### src/dispatch_pkg.sv
package dispatch_pkg;

    // datapath widths
    localparam int WORD_W = 32;
    localparam int FU_W   = 3;

    // rob size, the top level may override it
    localparam int ROB_DEPTH = 32;
    localparam int ROB_AW    = $clog2(ROB_DEPTH);

    // reservation station depths (entries per station)
    localparam int ALU_DEPTH = 4;   // each of alu0 and alu1
    localparam int MU_DEPTH  = 3;
    localparam int MDU_DEPTH = 2;

    // bit positions inside the one-hot unit class
    localparam int FU_ALU = 0;
    localparam int FU_MU  = 1;
    localparam int FU_MDU = 2;

    // operand or rob result value
    typedef logic [WORD_W-1:0] word_t;

    // rob entry number, also the producer tag of an operand
    typedef logic [ROB_AW-1:0] rob_idx_t;

    // one-hot class, exceptions arrive from decode already as alu
    typedef logic [FU_W-1:0] fu_t;

endpackage

### src/slot_classify.sv
`timescale 1ns/1ps

module slot_classify (
    input  logic              clk,
    input  logic              resetn,
    input  logic              flush,
    input  logic              valid0,
    input  logic              valid1,
    input  dispatch_pkg::fu_t fu0,
    input  dispatch_pkg::fu_t fu1,
    input  logic              dispatch_busy,
    input  logic              sent0,
    input  logic              sent1,
    output logic              live0,
    output logic              live1,
    output dispatch_pkg::fu_t fu_live0,
    output dispatch_pkg::fu_t fu_live1
);

    // pending bits, cleared once a slot of a stalled pair is placed
    logic pending0;
    logic pending1;

    // rename holds the pair while busy, so a placed slot must be hidden
    always_ff @(posedge clk) begin
        if (!resetn) begin
            pending0 <= 1'b1;
            pending1 <= 1'b1;
        end else if (flush || !dispatch_busy) begin
            pending0 <= 1'b1;   // fresh pair next cycle
            pending1 <= 1'b1;
        end else begin
            if (sent0) begin
                pending0 <= 1'b0;
            end
            if (sent1) begin
                pending1 <= 1'b0;
            end
        end
    end

    assign live0 = valid0 & pending0;
    assign live1 = valid1 & pending1;

    // class request only for slots still waiting for a station
    assign fu_live0 = live0 ? fu0 : '0;
    assign fu_live1 = live1 ? fu1 : '0;

endmodule

### src/station_alloc.sv
`timescale 1ns/1ps

module station_alloc #(
    parameter int ALU_DEPTH = dispatch_pkg::ALU_DEPTH,
    parameter int MU_DEPTH  = dispatch_pkg::MU_DEPTH,
    parameter int MDU_DEPTH = dispatch_pkg::MDU_DEPTH
) (
    input  dispatch_pkg::fu_t     fu_live0,
    input  dispatch_pkg::fu_t     fu_live1,
    input  logic                  live0,
    input  logic                  live1,
    input  logic [ALU_DEPTH-1:0]  alu0_occupied,
    input  logic [ALU_DEPTH-1:0]  alu1_occupied,
    input  logic [MU_DEPTH-1:0]   mu_occupied,
    input  logic [MDU_DEPTH-1:0]  mdu_occupied,
    output logic [ALU_DEPTH-1:0]  wen_alu0_0,
    output logic [ALU_DEPTH-1:0]  wen_alu0_1,
    output logic [ALU_DEPTH-1:0]  wen_alu1_0,
    output logic [ALU_DEPTH-1:0]  wen_alu1_1,
    output logic [MU_DEPTH-1:0]   wen_mu_0,
    output logic [MU_DEPTH-1:0]   wen_mu_1,
    output logic [MDU_DEPTH-1:0]  wen_mdu_0,
    output logic [MDU_DEPTH-1:0]  wen_mdu_1,
    output logic                  dispatch_busy,
    output logic                  sent0,
    output logic                  sent1
);

    import dispatch_pkg::*;

    localparam int MAX_AM = (ALU_DEPTH > MU_DEPTH) ? ALU_DEPTH : MU_DEPTH;
    localparam int MAX_D  = (MAX_AM > MDU_DEPTH) ? MAX_AM : MDU_DEPTH;
    localparam int CNT_W  = $clog2(ALU_DEPTH + 1);

    logic [MAX_D-1:0]     alu0_pick, alu1_pick, mu_pick, mdu_pick;
    logic [ALU_DEPTH-1:0] alu0_free, alu1_free;
    logic [MU_DEPTH-1:0]  mu_free;
    logic [MDU_DEPTH-1:0] mdu_free;
    logic [CNT_W-1:0]     alu0_used, alu1_used;
    logic alu0_room, alu1_room, mu_room, mdu_room;
    logic alu_a, alu_b, both_alu;
    logic single_to0, single_to1;
    logic s0_alu0, s0_alu1, s0_mu, s0_mdu;
    logic s1_alu0, s1_alu1, s1_mu, s1_mdu;

    // lowest free entry below depth, one-hot, zero when station is full
    function automatic logic [MAX_D-1:0] first_free(input logic [MAX_D-1:0] occ,
                                                    input int depth);
        logic [MAX_D-1:0] pick;
        logic             found;
        pick  = '0;
        found = 1'b0;
        for (int i = 0; i < MAX_D; i++) begin
            if (!found && i < depth && !occ[i]) begin
                pick[i] = 1'b1;
                found   = 1'b1;
            end
        end
        return pick;
    endfunction

    assign alu0_pick = first_free(MAX_D'(alu0_occupied), ALU_DEPTH);
    assign alu1_pick = first_free(MAX_D'(alu1_occupied), ALU_DEPTH);
    assign mu_pick   = first_free(MAX_D'(mu_occupied), MU_DEPTH);
    assign mdu_pick  = first_free(MAX_D'(mdu_occupied), MDU_DEPTH);

    assign alu0_free = alu0_pick[ALU_DEPTH-1:0];
    assign alu1_free = alu1_pick[ALU_DEPTH-1:0];
    assign mu_free   = mu_pick[MU_DEPTH-1:0];
    assign mdu_free  = mdu_pick[MDU_DEPTH-1:0];

    assign alu0_room = |alu0_free;
    assign alu1_room = |alu1_free;
    assign mu_room   = |mu_free;
    assign mdu_room  = |mdu_free;

    // occupancy counts for balancing the two alu stations
    always_comb begin
        alu0_used = '0;
        alu1_used = '0;
        for (int i = 0; i < ALU_DEPTH; i++) begin
            alu0_used = alu0_used + CNT_W'(alu0_occupied[i]);
            alu1_used = alu1_used + CNT_W'(alu1_occupied[i]);
        end
    end

    assign alu_a    = fu_live0[FU_ALU];
    assign alu_b    = fu_live1[FU_ALU];
    assign both_alu = alu_a & alu_b;

    // lone alu slot, less loaded station wins, tie to alu0, spill if full
    assign single_to1 = alu1_room & ((alu1_used < alu0_used) | ~alu0_room);
    assign single_to0 = alu0_room & ~single_to1;

    // alu pair takes both stations, or slot 0 takes the one with room
    assign s0_alu0 = alu_a & (both_alu ? alu0_room : single_to0);
    assign s0_alu1 = alu_a & (both_alu ? (alu1_room & ~alu0_room) : single_to1);
    assign s1_alu0 = alu_b & ~both_alu & single_to0;
    assign s1_alu1 = alu_b & (both_alu ? (alu0_room & alu1_room) : single_to1);

    // one write port per mu/mdu station, slot 0 first
    assign s0_mu  = fu_live0[FU_MU] & mu_room;
    assign s1_mu  = fu_live1[FU_MU] & ~fu_live0[FU_MU] & mu_room;
    assign s0_mdu = fu_live0[FU_MDU] & mdu_room;
    assign s1_mdu = fu_live1[FU_MDU] & ~fu_live0[FU_MDU] & mdu_room;

    assign wen_alu0_0 = {ALU_DEPTH{s0_alu0}} & alu0_free;
    assign wen_alu0_1 = {ALU_DEPTH{s1_alu0}} & alu0_free;
    assign wen_alu1_0 = {ALU_DEPTH{s0_alu1}} & alu1_free;
    assign wen_alu1_1 = {ALU_DEPTH{s1_alu1}} & alu1_free;
    assign wen_mu_0   = {MU_DEPTH{s0_mu}} & mu_free;
    assign wen_mu_1   = {MU_DEPTH{s1_mu}} & mu_free;
    assign wen_mdu_0  = {MDU_DEPTH{s0_mdu}} & mdu_free;
    assign wen_mdu_1  = {MDU_DEPTH{s1_mdu}} & mdu_free;

    assign sent0 = s0_alu0 | s0_alu1 | s0_mu | s0_mdu;
    assign sent1 = s1_alu0 | s1_alu1 | s1_mu | s1_mdu;

    // stall whenever a slot that still waits found no entry
    assign dispatch_busy = (live0 & ~sent0) | (live1 & ~sent1);

endmodule

### src/operand_merge.sv
`timescale 1ns/1ps

module operand_merge (
    input  logic                rs_ready0,
    input  logic                rt_ready0,
    input  logic                rs_ready1,
    input  logic                rt_ready1,
    input  dispatch_pkg::word_t rs_val0,
    input  dispatch_pkg::word_t rt_val0,
    input  dispatch_pkg::word_t rs_val1,
    input  dispatch_pkg::word_t rt_val1,
    input  dispatch_pkg::word_t rob_rdata0,   // rs of slot 0
    input  dispatch_pkg::word_t rob_rdata1,   // rt of slot 0
    input  dispatch_pkg::word_t rob_rdata2,   // rs of slot 1
    input  dispatch_pkg::word_t rob_rdata3,   // rt of slot 1
    input  logic                rob_ready0,
    input  logic                rob_ready1,
    input  logic                rob_ready2,
    input  logic                rob_ready3,
    output dispatch_pkg::word_t op_rs_val0,
    output dispatch_pkg::word_t op_rt_val0,
    output dispatch_pkg::word_t op_rs_val1,
    output dispatch_pkg::word_t op_rt_val1,
    output logic                op_rs_ready0,
    output logic                op_rt_ready0,
    output logic                op_rs_ready1,
    output logic                op_rt_ready1
);

    // value captured at rename wins, else whatever the rob holds now
    assign op_rs_val0 = rs_ready0 ? rs_val0 : rob_rdata0;
    assign op_rt_val0 = rt_ready0 ? rt_val0 : rob_rdata1;
    assign op_rs_val1 = rs_ready1 ? rs_val1 : rob_rdata2;
    assign op_rt_val1 = rt_ready1 ? rt_val1 : rob_rdata3;

    // operand may have completed between rename and dispatch
    assign op_rs_ready0 = rs_ready0 | rob_ready0;
    assign op_rt_ready0 = rt_ready0 | rob_ready1;
    assign op_rs_ready1 = rs_ready1 | rob_ready2;
    assign op_rt_ready1 = rt_ready1 | rob_ready3;

endmodule

### src/dispatch_top.sv
`timescale 1ns/1ps

module dispatch_top #(
    parameter int ROB_DEPTH = dispatch_pkg::ROB_DEPTH,
    parameter int ALU_DEPTH = dispatch_pkg::ALU_DEPTH,
    parameter int MU_DEPTH  = dispatch_pkg::MU_DEPTH,
    parameter int MDU_DEPTH = dispatch_pkg::MDU_DEPTH
) (
    input  logic                   clk,
    input  logic                   resetn,
    input  logic                   flush,           // from commit
    input  logic                   valid0,
    input  logic                   valid1,
    input  dispatch_pkg::fu_t      fu0,
    input  dispatch_pkg::fu_t      fu1,
    input  dispatch_pkg::rob_idx_t rs_num0,
    input  dispatch_pkg::rob_idx_t rt_num0,
    input  dispatch_pkg::rob_idx_t rs_num1,
    input  dispatch_pkg::rob_idx_t rt_num1,
    input  logic                   rs_ready0,
    input  logic                   rt_ready0,
    input  logic                   rs_ready1,
    input  logic                   rt_ready1,
    input  dispatch_pkg::word_t    rs_val0,
    input  dispatch_pkg::word_t    rt_val0,
    input  dispatch_pkg::word_t    rs_val1,
    input  dispatch_pkg::word_t    rt_val1,
    output dispatch_pkg::rob_idx_t rob_raddr0,
    output dispatch_pkg::rob_idx_t rob_raddr1,
    output dispatch_pkg::rob_idx_t rob_raddr2,
    output dispatch_pkg::rob_idx_t rob_raddr3,
    input  dispatch_pkg::word_t    rob_rdata0,
    input  dispatch_pkg::word_t    rob_rdata1,
    input  dispatch_pkg::word_t    rob_rdata2,
    input  dispatch_pkg::word_t    rob_rdata3,
    input  logic                   rob_ready0,
    input  logic                   rob_ready1,
    input  logic                   rob_ready2,
    input  logic                   rob_ready3,
    input  logic [ALU_DEPTH-1:0]   alu0_occupied,   // 1 = entry taken
    input  logic [ALU_DEPTH-1:0]   alu1_occupied,
    input  logic [MU_DEPTH-1:0]    mu_occupied,
    input  logic [MDU_DEPTH-1:0]   mdu_occupied,
    output logic [ALU_DEPTH-1:0]   wen_alu0_0,
    output logic [ALU_DEPTH-1:0]   wen_alu0_1,
    output logic [ALU_DEPTH-1:0]   wen_alu1_0,
    output logic [ALU_DEPTH-1:0]   wen_alu1_1,
    output logic [MU_DEPTH-1:0]    wen_mu_0,
    output logic [MU_DEPTH-1:0]    wen_mu_1,
    output logic [MDU_DEPTH-1:0]   wen_mdu_0,
    output logic [MDU_DEPTH-1:0]   wen_mdu_1,
    output logic                   dispatch_busy,   // back to rename
    output dispatch_pkg::word_t    op_rs_val0,
    output dispatch_pkg::word_t    op_rt_val0,
    output dispatch_pkg::word_t    op_rs_val1,
    output dispatch_pkg::word_t    op_rt_val1,
    output logic                   op_rs_ready0,
    output logic                   op_rt_ready0,
    output logic                   op_rs_ready1,
    output logic                   op_rt_ready1
);

    import dispatch_pkg::*;

    fu_t  fu_live0, fu_live1;
    logic live0, live1;
    logic sent0, sent1;

    // the rob tag type comes from the package, its depth must agree
    if ($bits(rob_idx_t) != $clog2(ROB_DEPTH)) begin : g_rob_width
        $error("ROB_DEPTH %0d does not match rob_idx_t width", ROB_DEPTH);
    end

    // rename tags index the rob directly
    assign rob_raddr0 = rs_num0;
    assign rob_raddr1 = rt_num0;
    assign rob_raddr2 = rs_num1;
    assign rob_raddr3 = rt_num1;

    slot_classify u_classify (
        .clk           (clk),
        .resetn        (resetn),
        .flush         (flush),
        .valid0        (valid0),
        .valid1        (valid1),
        .fu0           (fu0),
        .fu1           (fu1),
        .dispatch_busy (dispatch_busy),
        .sent0         (sent0),
        .sent1         (sent1),
        .live0         (live0),
        .live1         (live1),
        .fu_live0      (fu_live0),
        .fu_live1      (fu_live1)
    );

    station_alloc #(
        .ALU_DEPTH (ALU_DEPTH),
        .MU_DEPTH  (MU_DEPTH),
        .MDU_DEPTH (MDU_DEPTH)
    ) u_alloc (
        .fu_live0      (fu_live0),
        .fu_live1      (fu_live1),
        .live0         (live0),
        .live1         (live1),
        .alu0_occupied (alu0_occupied),
        .alu1_occupied (alu1_occupied),
        .mu_occupied   (mu_occupied),
        .mdu_occupied  (mdu_occupied),
        .wen_alu0_0    (wen_alu0_0),
        .wen_alu0_1    (wen_alu0_1),
        .wen_alu1_0    (wen_alu1_0),
        .wen_alu1_1    (wen_alu1_1),
        .wen_mu_0      (wen_mu_0),
        .wen_mu_1      (wen_mu_1),
        .wen_mdu_0     (wen_mdu_0),
        .wen_mdu_1     (wen_mdu_1),
        .dispatch_busy (dispatch_busy),
        .sent0         (sent0),
        .sent1         (sent1)
    );

    operand_merge u_merge (
        .rs_ready0    (rs_ready0),
        .rt_ready0    (rt_ready0),
        .rs_ready1    (rs_ready1),
        .rt_ready1    (rt_ready1),
        .rs_val0      (rs_val0),
        .rt_val0      (rt_val0),
        .rs_val1      (rs_val1),
        .rt_val1      (rt_val1),
        .rob_rdata0   (rob_rdata0),
        .rob_rdata1   (rob_rdata1),
        .rob_rdata2   (rob_rdata2),
        .rob_rdata3   (rob_rdata3),
        .rob_ready0   (rob_ready0),
        .rob_ready1   (rob_ready1),
        .rob_ready2   (rob_ready2),
        .rob_ready3   (rob_ready3),
        .op_rs_val0   (op_rs_val0),
        .op_rt_val0   (op_rt_val0),
        .op_rs_val1   (op_rs_val1),
        .op_rt_val1   (op_rt_val1),
        .op_rs_ready0 (op_rs_ready0),
        .op_rt_ready0 (op_rt_ready0),
        .op_rs_ready1 (op_rs_ready1),
        .op_rt_ready1 (op_rt_ready1)
    );

endmodule

### config.mk
export PLATFORM = sky130hd
export DESIGN_NAME = dispatch_top
export DESIGN_NICKNAME = d
export VERILOG_FILES = /design/src/dispatch_pkg.sv /design/src/slot_classify.sv /design/src/station_alloc.sv /design/src/operand_merge.sv /design/src/dispatch_top.sv
export SDC_FILE = /design/constraint.sdc
export NUM_CORES = 1
export LEC_CHECK = 0
export BUFFER_PORTS_ARGS = -buffer_cell sky130_fd_sc_hd__buf_4
export CORE_AREA = 2 2 188 190
export DETAILED_ROUTE_END_ITERATION = 16
export DIE_AREA = 0 0 190 192
export SLEW_MARGIN = 20
export SYNTH_ARGS = -nofsm -noshare
export SYNTH_HDL_FRONTEND = slang
export SYNTH_HIERARCHICAL = 1
export SYNTH_SLANG_ARGS = --single-unit
### constraint.sdc
create_clock -name clk -period 4.92 [get_ports clk]
set_input_delay 0.984 -clock clk [delete_from_list [all_inputs] [get_ports clk]]
set_output_delay 0.984 -clock clk [all_outputs]
set_load 0.01 [all_outputs]
==> reports/metrics.yaml <==
rows: 68
cts-root-buf: "clkbuf_16"
finClkSkew_ns: 0.00267
vias_per_cell: 3.20
grt_pass1_wl_um: 19200
post-place-cells: 1127
antenna_found_initial: 2
tightest_slew_ns: 0.613
wl_um: 15000
layout_setup_ws_ns: 0.433
holdCritStartpoint: "u_classify/pending1"
nets: 997
min_path_type: "register to register"
syn-num-nets: 582
switching_share: 0.325
fin_crit_sh: 0.912
diodes: 0
drv_slew: 0
grt_setup_unrepaired: "false"
cpPeakStageDelay_ns: 0.54
clock_sinks: 2
clk_pin_slew_ns: 0.03
port_buffers: 446
postCtsSetupBuffers: 0
syn_inst: 262
grt_max_degree: 34
wl_per_cell_um: 13.3
fp.dieW_um: 190
maxSlewHeadroom: 0.591
drv_cap: 0
clockBufferDepth: 2
vias: 3615
synth_ff_type: "dfxtp_1"
worstPathMaxFanout: 6
p_leak_nw: 3.52
cp-start-kind: "primary input"
cts_resized: 0
peakVddDrop_mv: 0.0680
numCtsBuffers: 3
io_pins: 487
first_pass_iters: 4
crit_start: "alu0_occupied[0]"
synth-seq-cells: 2
dpl.hpwl_um: 13700
avgSynthCellArea_um2: 11.5
reg2reg_from: "u_classify/pending0"
drive_above_1_share: 0.865
p_seq_frac: 0.024
track_usage: 0.0679
grt_pass1_vias: 3422
final.setup.tns_ns: 0
finalSetupViolCount: 0
fill_cells: 3739
worst_skew_pair.late_latency_ns: 0.23
worst_hold_slack_ns: 0.497
p_int_mw: 0.524
floorplan.initialDensity: 0.0879
p_switching_mw: 0.252
fmax_ghz: 0.223
core-area_um2: 34300
yosysWarnings: 6
crit_slowest_cell: "fa_1"
stdcell_count: 1130
synth_area_um2: 3010
crit_path_frequent_cell: "ha_1"
required_ns: 3.94
combPwrFrac: 0.815
gp_congestion: 0.739
fin_util: 0.192
cts_tree: "yes"
cp_cell_sequence: "buf_4 -> fa_1 -> ha_1 -> ha_1 -> inv_1 -> ha_1 -> a21oi_2 -> o21ai_4 -> o21ai_0 -> nand3_1 -> a32o_1 -> buf_4"
layout_commonest_cell: "buf_4"
clock_power_share: 0.161
crit_arrival_ns: 3.50
drt-initial-drc-count: 95
async_flop_share: 0
p_per_area_nw_per_um2: 118
synth_cell_types: 34
area_growth_pct: 118
drc: 0
ys_seq_area_frac: 0.0133
dp_slack_ns: 0.458
period_needed_ns: 4.49
synth-edff-count: 0
die_y_um: 192
hold_violations: 0
layout_common_cells: "buf_4 (446), mux2_4 (116), nor2_1 (15), mux2_2 (12), inv_1 (11)"
crit_type: "primary input to output pin"
dieArea_um2: 36500
ctsHoldBuffers: 0
status: "finished clean"
htree_num_levels: 1
grt-ovfl-total: 0
antenna_left: 0
cp-end-kind: "output pin"
[stage by stage]
step	power (mW)	area [µm²]
2_1_floorplan	0.339	3010
3_3_place_gp	0.648	6490
3_5_place_dp	0.655	6490
4_1_cts	0.783	6570
5_1_grt	0.823	6570
6_report	0.777	6570
[cell families after synthesis]
family,Yosys count,share of synthesized area
DFF,2,0.0133
and+or+nand+nor,60,0.108
muxes,128,0.623
buffers and inverters,47,0.158
adders and majority gates,12,0.0548
AOI/OAI and AO/OA,13,0.0432
[path summary, 6_finish.rpt]
check | to | slack, ns | cells after the start
setup / recovery | dispatch_busy | 0.43 | 12
hold / removal | u_classify/pending1 | 0.50 | 2
setup reg to reg | u_classify/pending1 | 3.04 | 8
hold reg to reg | u_classify/pending1 | 0.50 | 2
[layout make-up]
| class | instances | area (µm²) | share of cell area |
|---|---|---|---|
| multi-input combinational | 213 | 2500 | 0.380 |
| inverter | 11 | 41.3 | 0.00628 |
| clock buffer | 3 | 75.1 | 0.0114 |
| timing repair buffer | 446 | 3350 | 0.510 |
| tap | 455 | 569 | 0.0867 |
| sequential | 2 | 40.0 | 0.00609 |
[cell usage after synthesis, types with 2 or more instances]
cell type / number / area (µm²)
inv_1: 11 / 41.3
fa_1: 2 / 40.0
nand2_1: 10 / 37.5
and2_1: 2 / 12.5
dfxtp_1: 2 / 40.0
o21ai_1: 2 / 10.0
mux2_2: 12 / 135
buf_4: 20 / 150
mux2_4: 116 / 1740
nand3_1: 3 / 15.0
nor2_1: 15 / 56.3
nor3_1: 6 / 30.0
nor3b_1: 3 / 22.5
buf_12: 12 / 240
and3b_1: 3 / 26.3
or2_1: 4 / 25.0
nand2b_1: 3 / 18.8
and3_1: 8 / 50.1
ha_1: 10 / 125
buf_6: 4 / 45.0
[power groups by stage]
stage	clock network [mW]	registers, mW	logic (mW)
2_1_floorplan	0	0.0183	0.320
3_3_place_gp	0	0.0187	0.629
3_5_place_dp	0	0.0187	0.636
4_1_cts	0.127	0.0185	0.638
5_1_grt	0.130	0.0189	0.675
6_report	0.125	0.0185	0.633
[flip-flops by register name, indices dropped and copies added (netlist names)]
name	flops
u_classify/pending1	1
u_classify/pending0	1
[metal layers]
layer,GRT usage,wire (µm),share of wire,vias to the layer above
li1,-,-,-,1748
met1,0.0874,5940,0.40,1607
met2,0.112,7330,0.49,236
met5,0,19,0.0013,-
met4,0.0182,254,0.017,4
met3,0.0170,1490,0.099,20
[worst max-delay path: cells and delay by family]
kind                       cells  cell delay (ns)
and+or+nand+nor                1             0.25
adders and majority gates      4             1.16
buffers and inverters          3             0.34
AOI/OAI and AO/OA              4             0.79
Power figures use the tool's default switching activity.
